<file path="src/rtl/dcache_ram.sv">
`timescale 1ns/1ps
`default_nettype none

module dcache_ram #(
  parameter int DATA_W = 32,
  parameter int DEPTH  = 64,
  parameter int WE_W   = 4   // 4 for byte lanes, 1 for a whole-word write
) (
  input  wire                     clk,
  input  wire [$clog2(DEPTH)-1:0] waddr_i,
  input  wire [WE_W-1:0]          we_i,
  input  wire [DATA_W-1:0]        wdata_i,
  input  wire [$clog2(DEPTH)-1:0] raddr_i,
  output logic [DATA_W-1:0]       rdata_o
);

  localparam int LANE_W = DATA_W / WE_W;

  logic [DATA_W-1:0] mem [DEPTH];

  // write side, one lane per enable bit
  always_ff @(posedge clk) begin
    for (int b = 0; b < WE_W; b++) begin
      if (we_i[b]) begin
        mem[waddr_i][b*LANE_W +: LANE_W] <= wdata_i[b*LANE_W +: LANE_W];
      end
    end
  end

  // registered read, returns old contents on a same-edge write
  always_ff @(posedge clk) begin
    rdata_o <= mem[raddr_i];
  end

endmodule

`default_nettype wire

</file>
<file path="config.mk">
export PLATFORM = sky130hd
export DESIGN_NAME = dcache_ram
export DESIGN_NICKNAME = d
export VERILOG_FILES = /design/src/rtl/dcache_ram.sv
export SDC_FILE = /design/constraint.sdc
export NUM_CORES = 2
export LEC_CHECK = 0
export ABC_AREA = 1
export BUFFER_PORTS_ARGS = -buffer_cell sky130_fd_sc_hd__buf_2
export CORE_ASPECT_RATIO = 0.75
export CORE_MARGIN = 2
export CORE_UTILIZATION = 52
export CTS_CLUSTER_SIZE = 14
export DETAILED_ROUTE_END_ITERATION = 8
export PLACE_DENSITY_LB_ADDON = 0.25
export SYNTH_ARGS = -nofsm -noshare
export SYNTH_HDL_FRONTEND = slang
export SYNTH_SLANG_ARGS = --single-unit
</file>
<file path="constraint.sdc">
create_clock -name clk -period 2.07 [get_ports clk]
set_clock_uncertainty 0.1 [all_clocks]
set_input_delay 0.207 -clock clk [delete_from_list [all_inputs] [get_ports clk]]
set_output_delay 0.207 -clock clk [all_outputs]
set_load 0.005 [all_outputs]
</file>
# After elaboration in Yosys (flattened, before gate mapping)

Memories as Yosys holds them, arrays and structs flattened. A register that Yosys moved wholly into a read port is not among the register bits.
Cells that the tools add are included.

Mux-type cells: 8

Operators with widths:

| operator | number |
|---|---|
| $mux 1   | 8 |

Bits in registers: 0
Memory bits (writable): 2,048
Bits of input ports: 49
Output and inout port bits: 32
Memories: 1

Memory list:

| memory | words | width | rd ports | clocked after Yosys merged registers in | write ports | RTL line | RTL |
|---|---|---|---|---|---|---|---|
| mem    | 64    | 32    | 1        | 1                                       | 1           | 19       | `logic [DATA_W-1:0] mem [DEPTH];` |

# Depth between registers and ports, before layout

Word-level depth: 2
Mapped depth: 13
Gate-level depth less buffers: 9

# Worst setup path before layout

No wires, ideal clock.

Kind: input to register
Start: input port waddr_i[5]
End: memory mem[56][0] (enable)
Data arrival time: 1.358 ns
Data required time: 1.600 ns
Slack: 0.242 ns
Cell stages on the path: 4
Path through: inv_1 nor3_1 nand2_1 nor2_1

RTL lines:

| element     | RTL line | RTL |
|---|---|---|
| from (decl) | 10       | `input wire [$clog2(DEPTH)-1:0] waddr_i,` |
| to (decl)   | 19       |  |

No word-level cell before the write port.

# Final worst setup path

Start: register rdata_o[24] (read register of mem)
End: output port rdata_o[24]

RTL lines:

| element     | RTL line | RTL |
|---|---|---|
| from (decl) | 14       | `output logic [DATA_W-1:0] rdata_o` |

No word-level cell between the ends.

==> summary.md <==
| Metric | Value |
|---|---|
| Status | `finished clean` |
| Clock tree sinks | `2080` |
| Number of hold-slack violations in the final timing report | `0` |
| TritonCTS clock tree | `yes` |
| H-tree depth | `4` |
| Worst setup EP type | `output pin` |
| Post-Place Setup Slack | `-0.0951 ns` |
| Tightest slew margin relative to the limit | `24.8%` |
| Via count of the first global-routing pass | `54200` |
| Crit path required time | `1.76 ns` |
| FF-to-FF End | `rdata_o[29]` |
| Mapped Nets | `7099` |
| Synthesized flop and latch total | `2080` |
| Initial antenna violation count | `14` |
| Number of buffers added by the clock tree synthesis step | `192` |
| IR Drop Worst-Case VDD | `0.810 mV` |
| Worst path arrival time | `1.70 ns` |
| Number of instances in the synthesized netlist | `7050` |
| Post-synth EDFFs | `2048` |
| CP Class | `register to output pin` |
| Post-CTS setup buffer count | `0` |
| Std cell rows | `127` |
| Floorplan die width | `467 um` |
| Dominant synthesized flop cell | `sky130_fd_sc_hd__edfxtp_1` |
| Clock latency at the later pin of the worst-skew pair | `0.85 ns` |
| Most used standard cells in the synthesized netlist | `sky130_fd_sc_hd__nand2_1 (2314), sky130_fd_sc_hd__edfxtp_1 (2048), sky130_fd_sc_hd__nand3_1 (1899)` |
| Reg-to-reg startpoint | `mem[15][29]` |
| Hold slack final | `0.0488 ns` |
| Cell-by-cell trace of the critical path | `buf_2` |
| Async SR Flop Fraction | `0%` |
| Clock-pin slew on the worst setup and hold paths | `0.06 ns` |
| DRT iter0 DRCs | `9248` |
| Root Buffer Master | `sky130_fd_sc_hd__clkbuf_16` |
| Total Die Area | `164000 um^2` |
| Fmax achieved | `0.499 GHz` |
| Number of distinct standard cells referenced by the synthesized netlist | `14` |
| Min-delay src | `we_i[0]` |
| Initial Utilization | `52.4%` |
| Fraction of synthesized cell area taken by the top area cell type | `73.4%` |
| Via count normalized by instance count | `5.92` |
| Hold crit path type | `input port to register` |
| Top Family by Delay on Critical Path | `flip-flops` |
| Total wirelength of the detailed-routed design | `243000 um` |
| Mean Syn Cell Area | `11.9 um^2` |
| Netlist Area Pre-Place | `83700 um^2` |
| Antenna-violating nets left | `0` |
| Number of maximum-capacitance violations | `0` |
| Sum of overflow across all layers after global routing | `0` |
| Layout Utilization | `60.8%` |
| Share of power burned in the clock network | `39.6%` |
| Number of buffers inserted by port buffering | `80` |
| Internal reg-to-reg setup slack | `0.14 ns` |
| Net switching component of the power | `20000 uW` |
| Least-Margin Pin Slew | `1.13 ns` |
| Reg power frac | `53.4%` |
| Power per unit of standard cell area | `901 nW/um^2` |
| Pin count of the biggest net entering global routing | `92` |
| Largest area contributor in the synthesized netlist | `sky130_fd_sc_hd__edfxtp_1` |
| CP Buf/Inv Count | `1` |
| Post-DP HPWL | `155000 um` |
| First-pass iteration count of the detailed router | `9` |
| Post-layout total power | `87600 uW` |
| Core box area | `160000 um^2` |
| Internal Pwr Total | `67600 uW` |
| First-pass GRT wire length | `358000 um` |
| Clock period minus worst slack | `2.00 ns` |
| Vert. Die Dim | `352 um` |
| I/O pin total | `81` |
| Category of the worst setup path launch point | `register` |
| Hold worst-path end | `mem[20][6]` |
| RePlAce Congestion | `0.908` |
| Fraction of layout instances using a drive strength above 1 | `12.6%` |
| Lkg Pwr | `0.0355 uW` |
| Most used standard cell by instance count after synthesis | `sky130_fd_sc_hd__nand2_1` |
| Clk buf depth | `3` |
| Average wire per cell in the routed design | `24.8 um` |
| Detailed-route via count | `57900` |
| Crit-path max FO | `1` |
| Count of nets after finishing | `7535` |
| GR Util All Layers | `29.5%` |
| Final count of negative-setup-slack endpoints | `0` |
| Final cycle utilization of the critical path | `96.8%` |
| Number of remaining DRC errors | `0` |
| Unrepaired setup endpoints after global routing | `no` |
| Critical-path top delay cell | `sky130_fd_sc_hd__dfxtp_1` |
| Top post-synthesis cells by area | `sky130_fd_sc_hd__edfxtp_1 (73%), sky130_fd_sc_hd__nand3_1 (11%), sky130_fd_sc_hd__nand2_1 (10%)` |
| Max stage delay on crit path | `0.62 ns` |
| Power share of the combinational group | `7.0%` |
| Final setup margin | `0.0653 ns` |
| Syn-to-layout area delta | `16.0%` |
| Number of warnings reported in the yosys synthesis log | `0` |
| Sequential area share after synthesis | `74.2%` |
| Hold Path Depth | `4` |
| Final Max Tran Viols | `0` |
| Number of cells on the worst reg-to-reg path | `9` |
| Switching part of the total | `22.9%` |
power groups by stage:
stage	combinational [uW]	sequential, uW	clock, uW
2_1_floorplan	2940	47600	0
3_3_place_gp	5850	47700	0
3_5_place_dp	5930	47700	0
4_1_cts	6020	46800	35000
5_1_grt	6580	46800	36600
6_report	6100	46800	34700
repair_timing:
action,in CTS,in global routing
hold buffers,38,0
endpoints found under the hold margin,1832,0
resized for setup,0,5
endpoints found under the setup margin,0,1
placed cells by master, fill, tap and decap left out, drive strengths merged:
master,instances
clkbuf,265
clkinvlp,8
clkinv,74
inv,20
dlygate4sd3,38
nand2,2314
nand3,1899
dfxtp,32
bufinv,9
nor2,256
edfxtp,2048
nor3,16
diode,5
buf,673
stage by stage:
stage / area (um^2) / cells / TNS, ns
2_1_floorplan: 83700 / 7050 / 0
3_3_place_gp: 90700 / 9382 / -0.406
3_5_place_dp: 90700 / 9382 / -0.812
4_1_cts: 97100 / 9780 / 0
5_1_grt: 97200 / 9784 / 0
6_report: 97200 / 9785 / 0
final cells by class:
class	count	area [um^2]
tap	2128	2660
sequential	2080	62100
antenna	5	12.5
inverter	16	98.8
clock buffer	265	5310
clock inverter	95	796
fill	12300	62700
multi-input combinational	4485	19200
timing repair buffer	711	6910
cells by family after synthesis:
group,count (synthesis),share of synthesized area (%)
flops,2080,74.2
simple gates,4485,23.0
buf+inv,485,2.84
sequential cells by signal, summed over array words and instances (netlist names):
signal   count
rdata_o     32
mem       2048
per-layer routing:
metal  wire, um  GRT usage, %  vias to the layer above  share of wire (%)
li1           -             -                    25800                  -
met1      98900          44.3                    28000                 41
met2     105000          42.3                     3546                 43
met3      30500          6.98                      491                 13
met4       8360          10.6                       10                3.4
met5         70             0                        -              0.029
how the worst max path moves through the flow:
stage,startpoint,end,cells past startpoint
4_1_cts,rdata_o[24],rdata_o[24],1
3_5_place_dp,raddr_i[0],rdata_o[25],12
2_1_floorplan,waddr_i[5],mem[56][0],4
5_1_grt,mem[15][29],rdata_o[29],9
6_report,rdata_o[24],rdata_o[24],1
3_3_place_gp,raddr_i[0],rdata_o[23],11
No activity file was read; power rests on OpenSTA's default activity.
