File: src/rtl/dcache_pkg.sv
`default_nettype none

package dcache_pkg;

  // cache geometry
  localparam int WAY_CNT    = 2;
  localparam int SET_CNT    = 16;
  localparam int LINE_WORDS = 4;
  localparam int TAG_W      = 24;  // addr[31:8]

  typedef logic [31:0]      addr_t;
  typedef logic [31:0]      word_t;
  typedef logic [3:0]       strobe_t;
  typedef logic [TAG_W-1:0] tag_t;
  typedef logic [TAG_W:0]   tag_entry_t;  // {valid, tag}
  typedef logic [3:0]       set_idx_t;
  typedef logic [5:0]       dram_addr_t;  // {set, word offset}

  typedef enum logic [2:0] {
    LD_B,
    LD_BU,
    LD_H,
    LD_HU,
    LD_W
  } ld_type_e;

  typedef enum logic [1:0] {
    S_NORMAL,
    S_REFILL,
    S_UNCACHED_READ,
    S_WRITE
  } rport_state_e;

  typedef enum logic [1:0] {
    W_IDLE,
    W_REFILL,
    W_SINGLE,
    W_DONE
  } wport_state_e;

  function automatic set_idx_t addr_set(addr_t a);
    return a[7:4];
  endfunction

  function automatic dram_addr_t addr_dram(addr_t a);
    return a[7:2];
  endfunction

  function automatic tag_t addr_tag(addr_t a);
    return a[31:8];
  endfunction

endpackage

`default_nettype wire
File: src/rtl/dcache_wb_master.sv
`timescale 1ns/1ps
`default_nettype none

module dcache_wb_master
  import dcache_pkg::*;
(
  input  wire          clk,
  input  wire          rst_n,
  input  wire          xfer_req_i,
  input  wire          xfer_we_i,
  input  wire addr_t   xfer_addr_i,
  input  wire word_t   xfer_wdata_i,
  input  wire strobe_t xfer_sel_i,
  output logic         xfer_done_o,
  output logic [31:0]  xfer_rdata_o,
  // wishbone classic
  output logic         wb_cyc_o,
  output logic         wb_stb_o,
  output logic         wb_we_o,
  output logic [31:0]  wb_adr_o,
  output logic [31:0]  wb_dat_o,
  output logic [3:0]   wb_sel_o,
  input  wire word_t   wb_dat_i,
  input  wire          wb_ack_i
);

  logic start;
  logic ack;

  assign start = xfer_req_i && !wb_cyc_o;  // no new cycle while one is open
  assign ack   = wb_cyc_o && wb_ack_i;

  always_ff @(posedge clk) begin
    if (!rst_n) begin
      wb_cyc_o    <= 1'b0;
      wb_stb_o    <= 1'b0;
      xfer_done_o <= 1'b0;
    end else begin
      xfer_done_o <= ack;
      if (ack) begin
        wb_cyc_o <= 1'b0;
        wb_stb_o <= 1'b0;
      end else if (start) begin
        wb_cyc_o <= 1'b1;
        wb_stb_o <= 1'b1;
      end
    end
  end

  always_ff @(posedge clk) begin
    if (start) begin
      wb_we_o  <= xfer_we_i;
      wb_adr_o <= xfer_addr_i;
      wb_dat_o <= xfer_wdata_i;
      wb_sel_o <= xfer_sel_i;
    end
    if (ack) xfer_rdata_o <= wb_dat_i;  // read data lands with the ack
  end

endmodule

`default_nettype wire

File: config.mk
export PLATFORM = sky130hd
export DESIGN_NAME = dcache_wb_master
export DESIGN_NICKNAME = d
export VERILOG_FILES = /design/src/rtl/dcache_pkg.sv /design/src/rtl/dcache_wb_master.sv
export SDC_FILE = /design/constraint.sdc
export NUM_CORES = 1
export LEC_CHECK = 0
export ABC_AREA = 1
export BUFFER_PORTS_ARGS = -buffer_cell sky130_fd_sc_hd__clkbuf_2
export CAP_MARGIN = 15
export CORE_MARGIN = 3
export CORE_UTILIZATION = 41
export CTS_BUF_LIST = sky130_fd_sc_hd__clkbuf_4 sky130_fd_sc_hd__clkbuf_8 sky130_fd_sc_hd__clkbuf_16
export DETAILED_ROUTE_END_ITERATION = 6
export PLACE_DENSITY = 0.79
export SETUP_SLACK_MARGIN = 0.2
export SYNTH_ARGS = -nofsm -noshare
export SYNTH_HDL_FRONTEND = slang
export SYNTH_SLANG_ARGS = --single-unit
File: constraint.sdc
create_clock -name clk -period 5.1 [get_ports clk]
set_clock_uncertainty 0.2 [all_clocks]
set_input_delay 0.765 -clock clk [delete_from_list [all_inputs] [get_ports clk]]
set_output_delay 0.765 -clock clk [all_outputs]
set_load 0.01 [all_outputs]
-- Word level (Yosys, flattened, before mapping)
Index checks and enable logic that the tools add are counted.
- add/sub/neg operators: 0
- $mul: 0
- div/mod/pow operators: 0
- $lt $le $gt $ge: 0
- equality and inequality tests: 0
- shift-type cells: 0
- mux-type cells: 0
- bitwise logic cells: 1
- reduce and logical (&&, ||, !) cells: 4
- operator list (operator ; number):
    1-bit logical AND ; 2
    2-bit OR reduction ; 1
    1-bit zero test ; 1
    1-bit inverter ; 1
- flip-flop bits (word level): 103
- latch bits: 0
- memory bits (writable): 0
- ROM bits: 0
- bits of input ports: 105
- logic and storage cells: 12
- memories kept: 0

-- Longest topological paths before layout
- word-level depth: 2
- depth in mapped cells: 3
- mapped depth without buffers: 3

-- Worst setup path after synthesis
No wires, ideal clock.
- path type: in2reg
- start: in xfer_req_i
- end: reg wb_adr_o[0], enable pin
- arrival: 3.698 ns
- required time: 4.402 ns
- slack: 0.704 ns
- cell stages on the path: 2
- path buffers: 0
- cells stage by stage: inv_1 nor2_1
- cells in the longest elaborated chain, start to end: 1
- RTL lines (element ; line ; text):
    from (decl) ; dcache_wb_master.sv:9 ; input wire xfer_req_i,
    1-bit logical AND ; dcache_wb_master.sv:30 ; assign start = xfer_req_i && !wb_cyc_o;
    named net start ; dcache_wb_master.sv:27 ; logic start;
    to (signal assigned) ; dcache_wb_master.sv:53 ; wb_adr_o <= xfer_addr_i;
    to (decl) ; dcache_wb_master.sv:20 ; output logic [31:0] wb_adr_o,
The timed path passes the listed nets, and every way through them passes these cells.
A chain may end at the register's enable or synchronous reset.

-- Worst setup path in the final report
- start: in xfer_req_i
- end: reg wb_dat_o[8], enable pin
- cells in the longest elaborated chain, start to end: 1
- RTL lines (element ; line ; text):
    1-bit logical AND ; dcache_wb_master.sv:30 ;
    named net start ; dcache_wb_master.sv:27 ;
    to (signal assigned) ; dcache_wb_master.sv:54 ; wb_dat_o <= xfer_wdata_i;
    to (decl) ; dcache_wb_master.sv:21 ; output logic [31:0] wb_dat_o,
The timed path passes the listed nets, and every way through them passes these cells.

==> results_dict.tcl <==
set metrics [dict create \
    netlist_top_cells_area "edfxtp_1 97%, dfxtp_1 1.3%, inv_1 0.36%" \
    grt_max_degree 37 \
    vias 1888 \
    power_frac_comb_pct 8.1 \
    maxSlewHeadroom_pct 38.19 \
    stdcell_count 436 \
    grt.busiest_layer "met2" \
    cts.sinks 103 \
    route.detailed.drc 0 \
    path_clk_slew_ns 0.10 \
    synth_edf_count 101 \
    holdBufCountCts 0 \
    grt_pass1_wl_um 9680 \
    hold_viol_final 0 \
    syn_area_per_cell_um2 27.60 \
    cts_made_buffers 9 \
    cp_max_fo 36 \
    met1_usage_pct 15.87 \
    synth_top_area_share_pct 97.23 \
    slew_viol_final 0 \
    postCtsSetupRepairBufs 0 \
    antenna_found_initial 0 \
    met3_usage_pct 7.482 \
    syn-cell-area_um2 3119 \
    drt_first_pass_iters 4 \
    outcome "finished, final reports clean" \
    clockBufferDepth 2 \
    max-vdd-ir-drop_v 0.0001902 \
    die-area_um2 8691 \
    r2r_slack_ns 2.86 \
    synth.ff_latch_count 103 \
    holdWs_ns 0.3852 \
    die_x_um 93.23 \
    root_buffer "clkbuf_8" \
    cts_resized 0 \
    nNetsFinal 438 \
    drt-total-wl_um 6720 \
    maxCapViolations 0 \
    ys_warn_count 0 \
    io_buffer_count 208 \
    diodes 0 \
    p_int_w 0.001224 \
    grt.overflow.total 0 \
    grt_use_total_pct 15.13 \
    min_to "wb_adr_o[5]$_DFFE_PP_" \
    fin_crit_ns 2.338 \
    hp-class "primary input to flop" \
    fin_tns_setup_ns 0 \
    end_kind "flop" \
    synth_cell_types 8 \
    grt_setup_unrepaired "false" \
    period_share_pct 45.84 \
    pre_cts_ws_ns 2.402 \
    setup_ws_ns 2.762 \
    routabilityCongestion 0.7313 \
    htree_levels 3 \
    synth-seq-area-share_pct 98.52 \
    max_clock_freq_ghz 0.4278 \
    cts_tree "built" \
    dp.cells 420 \
    p_leak_nw 1.973 \
    drtIter0Drc 56 \
    power.density_nw_per_um2 350.4 \
    cp.arrival_ns 2.14 \
    ys.flop_type "edfxtp_1" \
    row_count 31 \
    setup_viol 0 \
    core_area_um2 7331 \
    insertion_delay_ns 0.34 \
    switching_power_w 0.0003521 \
    async_flop_share_pct 0 \
    ant_nets 0 \
    worst_pin_slew_ns 0.9249 \
    synth_cells 113 \
    vias_per_cell 4.330 \
    worstHoldPathCells 1 \
    synth_nets 218 \
    dieHeight_um 93.23 \
    reg2reg_depth 2 \
    hp-start "xfer_addr_i[5]" \
    sw_frac_of_total_pct 22.34 \
    start_util_pct 42.55 \
    area_growth_pct 44.20 \
    synth_common_cells "101 x edfxtp_1, 3 x inv_1, 3 x nor2_1" \
    path_class "primary input to flop" \
    seq_power_share_pct 63.2 \
    reg2reg_to "wb_dat_o[8]$_DFFE_PP_" \
    io_pins 209 \
    wl_per_cell_um 15.41 \
    pwr-share-clk_pct 28.7 \
    grt_pass1_vias 1962 \
    critPathRequiredTime_ns 4.90 \
    grt_use_met2_pct 26.80 \
    fillers 559 \
    synth_area_leader_cell "edfxtp_1" \
    critPathLaunchType "primary input" \
    r2r_start "wb_stb_o$_SDFFE_PP0P_" \
    layout-drive-gt1-share_pct 67.66 \
    yosysMostFrequentCell "edfxtp_1" \
]
==> critical path, cell delays in order <==
cell and delay [ns]:
clkbuf_2 0.09, inv_1 0.06, nor2_4 0.69, buf_4 0.51
==> power groups by stage <==
stage                     Combinational, W  Clock, W  Sequential [W]
after floorplan                  0.0000176         0         0.00104
final                             0.000128  0.000452        0.000996
after global routing              0.000141  0.000508        0.000999
after detailed placement          0.000127         0         0.00102
after global placement            0.000126         0         0.00101
after CTS                         0.000128  0.000468        0.000997
==> layer usage <==
| metal | vias to the layer above | part of all wire, % |
|---|---|---|
| met5 | - | 0 |
| met4 | 0 | 0.60 |
| met3 | 5 | 13 |
| met2 | 145 | 52 |
| met1 | 858 | 35 |
| li1 | 880 | - |
==> metrics by stage <==
stage                     util [%]  cell area (um2)  power (W)
after floorplan                  -             3119   0.001058
after global placement       58.54             4292   0.001140
after detailed placement     58.54             4292   0.001144
after CTS                    60.98             4471   0.001593
after global routing         61.36             4498   0.001648
final                        61.36             4498   0.001576
==> cells in the final DEF (no fill, tap or decap), drive strengths merged <==
cell type | netlist | final
dfxtp | 2 | 2
edfxtp | 101 | 101
clkinvlp | 0 | 2
buf | 1 | 2
clkbuf | 0 | 217
nor2 | 4 | 4
inv | 3 | 5
nand2 | 2 | 2
clkinv | 0 | 2
==> worst max-delay path by stage <==
stage | start | to | slack [ns] | cells after the start
CTS | xfer_req_i | wb_dat_o[15]$_DFFE_PP_ | 2.78 | 4
global placement | xfer_req_i | wb_dat_o[3]$_DFFE_PP_ | 2.43 | 4
global route | xfer_req_i | wb_dat_o[20]$_DFFE_PP_ | 2.61 | 4
floorplan | xfer_req_i | wb_adr_o[0]$_DFFE_PP_ | 0.70 | 2
detailed placement | xfer_req_i | wb_adr_o[31]$_DFFE_PP_ | 2.40 | 4
finish | xfer_req_i | wb_dat_o[8]$_DFFE_PP_ | 2.76 | 4
==> flip-flops by register name, indices dropped and copies added, names as in the netlist <==
register	cells
xfer_rdata_o	32
wb_dat_o	32
wb_sel_o	4
wb_we_o	1
xfer_done_o	1
wb_stb_o	1
wb_adr_o	32
==> area by class of cell <==
class	count	area, um2	area share, %
Tap cell	99	123.9	2.754
Timing Repair Buffer	210	1076	23.92
Clock buffer	9	123.9	2.754
Inverter	3	11.26	0.2503
Clock inverter	6	55.05	1.224
Multi-Input combinational cell	6	35.03	0.7789
Sequential cell	103	3073	68.32
==> cell families (layout without fill, tap and decap cells) <==
| group | Yosys count | in the layout | synth area share [%] |
|---|---|---|---|
| flops | 103 | 103 | 98.52 |
| buf+inv | 4 | 228 | 0.6017 |
| simple gates | 6 | 6 | 0.8826 |
Note: power is estimated with default switching activity, not from simulation.
