File: config.mk
export PLATFORM = sky130hd
export DESIGN_NAME = dcache_wport
export DESIGN_NICKNAME = d
export VERILOG_FILES = /design/src/rtl/dcache_pkg.sv /design/src/rtl/dcache_wport.sv
export SDC_FILE = /design/constraint.sdc
export NUM_CORES = 1
export LEC_CHECK = 0
export BUFFER_PORTS_ARGS = -buffer_cell sky130_fd_sc_hd__buf_4
export CAP_MARGIN = 20
export CORE_AREA = 2 2 113 115
export CTS_CLUSTER_DIAMETER = 80
export DETAILED_ROUTE_END_ITERATION = 12
export DIE_AREA = 0 0 115 117
export GPL_TIMING_DRIVEN = 0
export PLACE_DENSITY = 0.57
export SLEW_MARGIN = 10
export SYNTH_ARGS = -nofsm -noshare
export SYNTH_HDL_FRONTEND = slang
export SYNTH_SLANG_ARGS = --single-unit
File: constraint.sdc
create_clock -name clk -period 1.72 [get_ports clk]
set_clock_uncertainty 0.1 [all_clocks]
set_input_delay 0.086 -clock clk [delete_from_list [all_inputs] [get_ports clk]]
set_output_delay 0.086 -clock clk [all_outputs]
set_load 0.05 [all_outputs]
File: src/rtl/dcache_pkg.sv
`default_nettype none

package dcache_pkg;

  // cache geometry
  localparam int WAY_CNT    = 2;
  localparam int SET_CNT    = 16;
  localparam int LINE_WORDS = 4;
  localparam int TAG_W      = 24;  // addr[31:8]

  typedef logic [31:0]      addr_t;
  typedef logic [31:0]      word_t;
  typedef logic [3:0]       strobe_t;
  typedef logic [TAG_W-1:0] tag_t;
  typedef logic [TAG_W:0]   tag_entry_t;  // {valid, tag}
  typedef logic [3:0]       set_idx_t;
  typedef logic [5:0]       dram_addr_t;  // {set, word offset}

  typedef enum logic [2:0] {
    LD_B,
    LD_BU,
    LD_H,
    LD_HU,
    LD_W
  } ld_type_e;

  typedef enum logic [1:0] {
    S_NORMAL,
    S_REFILL,
    S_UNCACHED_READ,
    S_WRITE
  } rport_state_e;

  typedef enum logic [1:0] {
    W_IDLE,
    W_REFILL,
    W_SINGLE,
    W_DONE
  } wport_state_e;

  function automatic set_idx_t addr_set(addr_t a);
    return a[7:4];
  endfunction

  function automatic dram_addr_t addr_dram(addr_t a);
    return a[7:2];
  endfunction

  function automatic tag_t addr_tag(addr_t a);
    return a[31:8];
  endfunction

endpackage

`default_nettype wire
File: src/rtl/dcache_wport.sv
`timescale 1ns/1ps
`default_nettype none

module dcache_wport
  import dcache_pkg::*;
(
  input  wire                         clk,
  input  wire                         rst_n,
  input  wire                         refill_start_i,
  input  wire                         uncached_start_i,
  input  wire                         write_start_i,
  input  wire addr_t                  op_addr_i,
  input  wire word_t                  op_wdata_i,
  input  wire strobe_t                op_strobe_i,
  input  wire [WAY_CNT-1:0]           hit_wsel_i,
  output logic                        op_done_o,
  output logic [31:0]                 fill_word_o,
  output logic                        fill_valid_o,
  // RAM write side
  output strobe_t [WAY_CNT-1:0]       data_we_o,
  output logic [5:0]                  data_waddr_o,
  output logic [31:0]                 data_wdata_o,
  output logic [WAY_CNT-1:0]          tag_we_o,
  output logic [3:0]                  tag_waddr_o,
  output logic [TAG_W:0]              tag_wdata_o,
  // bus master
  output logic                        xfer_req_o,
  output logic                        xfer_we_o,
  output logic [31:0]                 xfer_addr_o,
  output logic [31:0]                 xfer_wdata_o,
  output logic [3:0]                  xfer_sel_o,
  input  wire                         xfer_done_i,
  input  wire word_t                  xfer_rdata_i
);

  localparam int CNT_W = $clog2(LINE_WORDS);

  wport_state_e     state_q;
  logic [CNT_W-1:0] word_cnt_q;
  logic             last_word;
  logic             single_we_q;
  logic             victim_q;
  logic             sweep_q;
  set_idx_t         sweep_cnt_q;
  logic             req_q;

  assign last_word = (word_cnt_q == CNT_W'(LINE_WORDS - 1));

  always_ff @(posedge clk) begin
    if (!rst_n) begin
      state_q     <= W_IDLE;
      word_cnt_q  <= '0;
      victim_q    <= 1'b0;
      req_q       <= 1'b0;
      sweep_q     <= 1'b1;  // invalidate all tags out of reset
      sweep_cnt_q <= '0;
    end else begin
      req_q <= 1'b0;
      if (sweep_q) begin
        sweep_cnt_q <= sweep_cnt_q + 1'b1;
        if (sweep_cnt_q == set_idx_t'(SET_CNT - 1)) begin
          sweep_q <= 1'b0;
        end
      end
      case (state_q)
        W_IDLE: begin
          if (refill_start_i) begin
            state_q <= W_REFILL;
            req_q   <= 1'b1;
          end else if (uncached_start_i || write_start_i) begin
            state_q <= W_SINGLE;
            req_q   <= 1'b1;
          end
        end
        W_REFILL: begin
          if (xfer_done_i) begin
            word_cnt_q <= word_cnt_q + 1'b1;
            if (last_word) begin
              state_q  <= W_DONE;
              victim_q <= ~victim_q;
            end else begin
              req_q <= 1'b1;  // next word of the line
            end
          end
        end
        W_SINGLE: if (xfer_done_i) state_q <= W_DONE;
        default:  state_q <= W_IDLE;
      endcase
    end
  end

  always_ff @(posedge clk) begin
    if (state_q == W_IDLE) begin
      single_we_q <= write_start_i;
    end
  end

  assign op_done_o    = (state_q == W_DONE);
  assign fill_word_o  = xfer_rdata_i;
  assign fill_valid_o = xfer_done_i &&
                        ((state_q == W_REFILL && word_cnt_q == op_addr_i[3:2]) ||
                         (state_q == W_SINGLE && !single_we_q));

  // bus request, refills walk the line from word 0
  assign xfer_req_o   = req_q;
  assign xfer_we_o    = (state_q == W_SINGLE) && single_we_q;
  assign xfer_addr_o  = (state_q == W_REFILL) ? {op_addr_i[31:4], word_cnt_q, 2'b00}
                                              : {op_addr_i[31:2], 2'b00};
  assign xfer_wdata_o = op_wdata_i;
  assign xfer_sel_o   = xfer_we_o ? op_strobe_i : 4'hf;

  always_comb begin
    data_we_o = '0;
    tag_we_o  = '0;
    if (write_start_i) begin  // store hit updates the line right away
      for (int w = 0; w < WAY_CNT; w++) begin
        if (hit_wsel_i[w]) data_we_o[w] = op_strobe_i;
      end
    end
    if (state_q == W_REFILL && xfer_done_i) begin
      data_we_o[victim_q] = '1;
      tag_we_o[victim_q]  = last_word;
    end
    if (sweep_q) tag_we_o = '1;
  end

  assign data_waddr_o = (state_q == W_REFILL) ? {addr_set(op_addr_i), word_cnt_q}
                                              : addr_dram(op_addr_i);
  assign data_wdata_o = (state_q == W_REFILL) ? xfer_rdata_i : op_wdata_i;
  assign tag_waddr_o  = sweep_q ? sweep_cnt_q : addr_set(op_addr_i);
  assign tag_wdata_o  = sweep_q ? '0 : {1'b1, addr_tag(op_addr_i)};

endmodule

`default_nettype wire

## Yosys cells after proc, flatten, opt, wreduce, memory -nomap -nowiden

Index checks and enable logic that the tools add are counted.

- Word-level logic and storage cells: 66
- Bits of input ports: 108
- Flip-flop bits (word level): 12
- Output and inout port bits: 181

- Multiplexer cells: 29
- $lt $le $gt $ge: 2
- Add/subtract/negate cells: 2
- Reductions and logical operators: 13
- Equal/unequal tests: 10
- Bitwise gates (word level): 3

Operators with widths:

| kind | number |
|---|---|
| $mux W32 | 1 |
| $mux W25 | 1 |
| $mux W4 | 6 |
| $mux W2 | 8 |
| $mux W8 | 2 |
| $or A8 B8 Y8 | 1 |
| $mux W1 | 7 |
| $eq A2 B2 Y1 const B | 3 |
| $logic_and A1 B1 Y1 | 6 |
| $ne A2 B2 Y1 const B | 3 |
| $pmux W2 S3 | 1 |
| $add A4 B1 Y4 const B | 1 |
| $demux W4 S1 | 1 |
| $eq A4 B4 Y1 const B | 1 |
| $reduce_and A4 Y1 | 1 |
| $ne A3 B3 Y1 const B | 1 |
| $reduce_and A3 Y1 | 1 |
| $add A2 B1 Y2 const B | 1 |
| $and A2 B2 Y2 | 1 |
| $eq A2 B1 Y1 const B | 1 |
| $eq A2 B2 Y1 | 1 |
| $logic_not A2 Y1 | 1 |
| $logic_or A1 B1 Y1 | 2 |
| $lt A1 B2 Y1 const B | 1 |
| 6 further kinds | 6 |

## Logic depth before layout (Yosys ltp)

Gate-level depths: netlist (run 1).

- Depth after elaboration: 7
- Mapped depth: 6
- Mapped depth without buffers: 5

## Worst setup path before layout (run 1)

No wires, ideal clock.

- Path type: reg2out
- Start point: register state_q[1]
- End point: output port tag_we_o[0]
- Cell stages (with the launch flop): 5
- Buffers on the path: 0
- Path slack: -0.473 ns
- Data arrival time: 2.007 ns
- Data required time: 1.534 ns
- Path through: dfxtp_1 > inv_1 > ha_1 > nand2_1 > o31ai_1

- Word-level cells in the longest chain between the ends: 4

Ends and longest elaborated chain:

| element | RTL line | text |
|---|---|---|
| start: declaration | dcache_wport.sv:38 | `wport_state_e state_q;` |
| start signal: assignment | dcache_wport.sv:51 | `state_q <= W_IDLE;` |
| start signal: assignment | dcache_wport.sv:68 | `state_q <= W_REFILL;` |
| start signal: assignment | dcache_wport.sv:71 | `state_q <= W_SINGLE;` |
| $eq A2 B1 Y1 | dcache_wport.sv:120 | `if (state_q == W_REFILL && xfer_done_i) begin` |
| $logic_and A1 B1 Y1 | dcache_wport.sv:120 |  |
| $mux W2 | dcache_wport.sv:120 |  |
| $mux W2 | dcache_wport.sv:124 | `if (sweep_q) tag_we_o = '1;` |
| end: declaration | dcache_wport.sv:23 | `output logic [WAY_CNT-1:0] tag_we_o,` |

No other way between the ends.

## Worst setup path in the final report (run 1)

- Start point: register state_q[1]
- End point: output port data_wdata_o[23]

- Word-level cells in the longest chain between the ends: 2

Ends and longest elaborated chain:

| element | RTL line | text |
|---|---|---|
| $eq A2 B1 Y1 | dcache_wport.sv:129 | `assign data_wdata_o = (state_q == W_REFILL) ? xfer_rdata_i : op_wdata_i;` |
| $mux W32 | dcache_wport.sv:129 |  |
| end: declaration | dcache_wport.sv:22 | `output logic [31:0] data_wdata_o,` |

No other way between the ends.

==> impl_metrics.csv, run 1 <==
group,metric,value,unit
clock_tree,cts-root-buf,"clkbuf_16",
cells_and_area,fin_nets,679,
logic_synthesis,synthArstFlopShare,0,
route,detail-route-antenna-nets,0,
sta,period_minus_slack,1.77,ns
logic_synthesis,netlist_instances,264,
sta,rsz0062_at_grt,"yes",
cells_and_area,antenna_cells,0,
logic_synthesis,synth_top_area_frac,0.342,
place,portBuffers,284,
sta,fin_ws,-0.0537,ns
sta,setup_viol,30,
clock_tree,clk_path_buf_depth,2,
power_and_ir_drop,internal-power,0.00272,W
power_and_ir_drop,power,0.00553,W
global_route,grt_overflow,0,
clock_tree,clock_latency,0.24,ns
logic_synthesis,yosys_warnings,0,
logic_synthesis,avgSynthCellArea,8.32,um^2
floorplanning,start_util,0.178,
route,first_pass_iters,4,
global_route,grt_first_pass_wirelength,13.6,mm
clock_tree,path_clk_slew,0.04,ns
hold_path,hold_class,"input port to flip-flop",
logic_synthesis,yosysMostFrequentCell,"buf_4",
route,routed_wl,10.3,mm
power_and_ir_drop,power.density,1100,nW/um^2
power_and_ir_drop,power.switching,0.00281,W
logic_synthesis,ys_types,33,
sta,holdWs,0.0179,ns
floorplanning,ios,289,
cells_and_area,finish.utilization,0.410,
sta,finalMaxSlewViolations,0,
sta,hold_viol,0,
logic_synthesis,synth_edf_count,1,
power_and_ir_drop,power.share.clock,0.086,
clock_tree,clkSinkCount,12,
setup_path,endpoint_kind,"output pin",
route,drcViolationCount,0,
sta,post-route-period-util,1.03,
clock_tree,cts_buffers,3,
cells_and_area,final_layout_size_suffix_gt1_frac,0.820,
logic_synthesis,synth-seq-cells,12,
setup_path,crit_path_max_fanout,10,
run_status,failed_checks,"negative setup slack",
job,cap_violations,0,
cells_and_area,syn2layout_area_growth,130,%
clock_tree,cts.htree.levels,1,
logic_synthesis,syn_area,2200,um^2
place,dpl.hpwl,8.70,mm
sta,fmax,564,MHz
floorplanning,die_area,13500,um^2
floorplanning,fp.dieW,115,um
place,globalplace.congestion,0.880,
route,viasPerCell,3.80,
setup_path,worst_ep_arrival_time,1.59,ns
global_route,grt.total_usage,0.130,
power_and_ir_drop,peakVddDrop,0.611,mV
clock_tree,cts_tree,"yes",
power_and_ir_drop,leakagePower,2.70,nW
floorplanning,design.core.area,12300,um^2
global_route,grt_pass1_vias,2481,
setup_path,cp-start-kind,"flip-flop",
floorplanning,num_rows,41,
global_route,grt_start_max_net_pins,11,
route,routedWlPerCell,14.5,um
floorplanning,die_y,117,um
global_route,antenna_found_initial,0,
route,first_iter_violations,70,
place,dp_slack,-0.231,ns
logic_synthesis,synth_top_area_cell,"buf_4",
power_and_ir_drop,power.share.sequential,0.075,
logic_synthesis,synthTopCellsByArea,"buf_4, mux2_2, dfxtp_1",
setup_path,required,1.53,ns
run_status,status,"complete, but fails checks",
power_and_ir_drop,combPwrFrac,0.839,
logic_synthesis,synthFlopType,"dfxtp_1",
logic_synthesis,ys_seq_area_frac,0.114,
power_and_ir_drop,switching_share,0.508,
logic_synthesis,ys_top_cells_by_count,"buf_4, mux2_2, nor2b_1",
setup_path,path_class,"flip-flop to output pin",
route,vias,2701,
-- cell type report --
cell class,instances,area [um^2]
sequential,12,258
inverter,7,28.8
fill,1237,7260
timing repair buffer,293,2410
clock buffer,4,88.8
multi-input combinational,137,1240
tap,150,188
buffer,107,841
-- critical path, stage by stage (launching register included) --
cell and delay [ns]:
dfxtp_4 0.35, inv_4 0.06, ha_4 0.15, buf_12 0.14, buf_12 0.13, mux2_2 0.35
buf_6 0.16
-- power by group through the flow --
stage / clock (W) / sequential [W] / combinational (W)
3_3_place_gp: 0 / 0.000405 / 0.00380
4_1_cts: 0.000491 / 0.000412 / 0.00457
5_1_grt: 0.000507 / 0.000425 / 0.00484
3_5_place_dp: 0 / 0.000409 / 0.00381
2_1_floorplan: 0 / 0.000423 / 0.00269
6_report: 0.000477 / 0.000415 / 0.00464
-- what timing repair did --
| action | 4_1_cts | 5_1_grt |
|---|---|---|
| gates resized for setup | 87 | 15 |
| buffers inserted | 5 | 1 |
| hold buffers | 1 | 0 |
| endpoints found under the hold margin | 1 | 0 |
| gates cloned | 2 | 0 |
| setup endpoints to repair | 50 | 51 |
-- path summary, 6_finish.rpt --
kind | start | endpoint | slack [ns] | cells after the start
setup reg to reg | state_q[1] | victim_q | 0.24 | 8
hold reg to reg | word_cnt_q[1] | word_cnt_q[1] | 0.44 | 2
hold / removal | rst_n | state_q[1] | 0.02 | 3
setup / recovery | state_q[1] | data_wdata_o[23] | -0.05 | 6
-- layer usage --
layer / global-route usage / wire length (um) / vias to the layer above / part of all wire
met4: 0.0289 / 163 / 0 / 0.016
met1: 0.152 / 3880 / 1237 / 0.38
met3: 0.0201 / 639 / 6 / 0.062
met2: 0.248 / 5590 / 107 / 0.54
met5: 0 / 0 / - / 0
li1: - / - / 1351 / -
-- placed cells by master (no fill, tap or decap), types with 2 or more instances in the layout --
cell type	n
buf_4	354
nor2b_1	28
buf_6	24
mux2_2	21
mux2_4	16
buf_8	14
nand2_1	10
dfxtp_1	9
ha_1	7
inv_1	6
xnor2_1	6
nand3_1	6
and2_1	5
a31o_2	4
or2_2	4
clkbuf_1	3
buf_12	3
mux2i_1	3
clkbuf_16	3
nand2_2	2
o21ai_0	2
nor2_1	2
ha_4	2
conb_1	2
dfxtp_4	2
-- metrics by stage --
stage	area, um^2	cells	TNS, ns
3_5_place_dp	4530	699	-5.97
2_1_floorplan	2210	265	-0.0460
4_1_cts	5010	711	-1.32
3_3_place_gp	4530	699	-4.83
6_report	5050	710	-0.936
5_1_grt	5050	710	-2.46
-- state kept, by name, summed over array words and instances (netlist names) --
signal       flops
word_cnt_q       2
sweep_q          1
sweep_cnt_q      4
state_q          2
xfer_req_o       1
victim_q         1
single_we_q      1
-- cells by family after synthesis --
family | Yosys count | synth area share
buffers and inverters | 116 | 0.375
AND/OR/NAND/NOR | 63 | 0.161
adder cells (fa/ha/maj) | 10 | 0.0569
XOR/XNOR | 7 | 0.0279
AO/OA/AOI/OAI | 14 | 0.0552
multiplexers | 41 | 0.208
flip-flops | 12 | 0.114
other | 1 | 0.00171
(Power assumes the default switching activity.)
==> run 2: changes to the inputs <==
--- a/config.mk
+++ b/config.mk
@@ -17,3 +17,4 @@
 export SYNTH_ARGS = -nofsm -noshare
 export SYNTH_HDL_FRONTEND = slang
 export SYNTH_SLANG_ARGS = --single-unit
+export TNS_END_PERCENT = 5
==> constraint.sdc (replaced) <==
create_clock -name clk -period 1.91 [get_ports clk]
set_clock_uncertainty 0.1 [all_clocks]
set_input_delay 0.0955 -clock clk [delete_from_list [all_inputs] [get_ports clk]]
set_output_delay 0.0955 -clock clk [all_outputs]
set_load 0.05 [all_outputs]
==> run 2 against run 1 <==
The run now ends clean. Non-clock buffer count fell by 2. First-iteration DRC count shrank 46%. Critical path depth did not move. Worst setup slack better by 0.11 ns. Via count grew 0.41%. Flip-flop and latch count is the same. Combinational power fell by 21%. Register-to-register slack gained 0.25 ns. Final area fell by 6.3%. Global-route usage fell by 1.1 points. Wire length shrank 5.5%. Highest routed layer unchanged.
==> impl_metrics.csv, run 2 (synthesis gave the netlist of run 1 again) <==
group,metric,value,unit
clock_tree,clock_latency,0.24,ns
sta,period_minus_slack,1.85,ns
power_and_ir_drop,leakagePower,2.55,nW
cells_and_area,regMostFlops,"sweep_cnt_q",
route,first_iter_violations,38,
setup_path,worst_ep_arrival_time,1.66,ns
sta,fmax,540,MHz
sta,rsz0062_at_grt,"no",
cells_and_area,fin_nets,677,
setup_path,cp_cell_sequence,"inv_4 -> ha_4 -> buf_8 -> buf_8 -> mux2_2 -> buf_4",
setup_path,required,1.71,ns
setup_path,crit_top_cell,"buf_8",
sta,setup_viol,0,
power_and_ir_drop,power,0.00444,W
setup_path,cp-start-kind,"flip-flop",
route,viasPerCell,3.83,
clock_tree,path_clk_slew,0.05,ns
floorplanning,die_y,117,um
clock_tree,clkSinkCount,12,
run_status,status,"complete, no violations",
clock_tree,cts.htree.levels,1,
route,drcViolationCount,0,
sta,post-route-period-util,0.970,
setup_path,slowest_delay,0.36,ns
route,detail-route-antenna-nets,0,
cells_and_area,final_layout_size_suffix_gt1_frac,0.803,
cells_and_area,reg.largest.list,"sweep_cnt_q: 4 flops, state_q: 2 flops, word_cnt_q: 2 flops",
setup_path,timing.rr.start,"state_q[1]",
route,routedWlPerCell,13.7,um
cells_and_area,mostFrequentLayoutCells,"buf_4, mux2_2, nor2b_1",
cells_and_area,final_common_cell,"buf_4",
cells_and_area,largest_reg_flops,4,
power_and_ir_drop,power.density,937,nW/um^2
global_route,grt_start_max_net_pins,11,
global_route,grt_pass1_vias,2357,
sta,fin_tns_setup,0,ns
hold_path,hold_class,"input port to flip-flop",
floorplanning,fp.dieW,115,um
cells_and_area,syn2layout_area_growth,115,%
clock_tree,clk_path_buf_depth,2,
route,vias,2712,
floorplanning,die_area,13500,um^2
setup_path,crit_path_max_fanout,5,
power_and_ir_drop,peakVddDrop,0.463,mV
place,dpl.hpwl,8.49,mm
global_route,grt.total_usage,0.119,
clock_tree,cts-root-buf,"clkbuf_16",
clock_tree,cts_buffers,3,
global_route,grt_first_pass_wirelength,12.8,mm
route,first_pass_iters,4,
route,routed_wl,9.71,mm
place,globalplace.congestion,0.876,
floorplanning,start_util,0.178,
setup_path,endpoint_kind,"output pin",
job,cap_violations,0,
floorplanning,num_rows,41,
sta,finalMaxSlewViolations,0,
global_route,grt_overflow,0,
global_route,antenna_found_initial,0,
setup_path,slowest_stage,"dfxtp_4",
place,portBuffers,284,
floorplanning,ios,289,
hold_path,worstHoldStart,"rst_n",
setup_path,crit_start,"state_q[1]",
floorplanning,design.core.area,12300,um^2
sta,holdWs,0.0395,ns
cells_and_area,antenna_cells,0,
setup_path,path_class,"flip-flop to output pin",
clock_tree,cts_tree,"yes",
sta,hold_viol,0,
==> run 2: report_power, final <==
group	total [W]	switching, W	internal, W
logic	0.00366	0.00221	0.00144
clock network	0.000395	0.000113	0.000281
registers	0.000386	0.0000647	0.000321
total	0.00444	0.00239	0.00205
==> run 2: per-layer routing <==
layer | track usage | routed length, um | vias to the layer above
met5 | 0 | 0 | -
met3 | 0.0257 | 744 | 2
met4 | 0.00803 | 26 | 0
li1 | - | - | 1352
met1 | 0.148 | 3720 | 1242
met2 | 0.220 | 5220 | 116
==> run 2: final cells by class <==
cell class	instances	area, um^2
clock buffer	4	78.8
sequential	12	258
multi-input combinational	137	1150
timing repair buffer	289	2190
fill	1278	7580
inverter	7	28.8
buffer	109	838
tap	150	188
==> run 2: stage by stage <==
step / cells / area (um^2) / setup slack (ns) / util
floorplan: 265 / 2210 / -0.249 / -
detailed placement: 699 / 4530 / -0.0612 / 0.368
finish: 708 / 4730 / 0.0574 / 0.384
global placement: 699 / 4530 / -0.0524 / 0.368
CTS: 705 / 4660 / -0.00898 / 0.378
global route: 708 / 4730 / 0.000165 / 0.384
==> run 2: what timing repair did <==
| item | in CTS | in global routing |
|---|---|---|
| gates resized for setup | 13 | 12 |
| setup buffers | 1 | 1 |
| hold endpoints to repair | 1 | 0 |
| hold buffers | 1 | 0 |
| cloned | 0 | 2 |
| setup endpoints to repair | 41 | 38 |
==> run 2: final timing paths <==
check / end / slack, ns / cells past startpoint
worst min-delay path: state_q[1] / 0.04 / 3
worst min register to register: state_q[0] / 0.43 / 2
worst max register to register: victim_q / 0.49 / 7
worst max-delay path: data_wdata_o[3] / 0.06 / 6
==> run 2: worst max-delay path: cells and delay by family (launching register included) <==
family	cells	cell delay, ns
fa+ha+maj	1	0.15
mux	1	0.36
flops	1	0.36
buf+inv	4	0.54
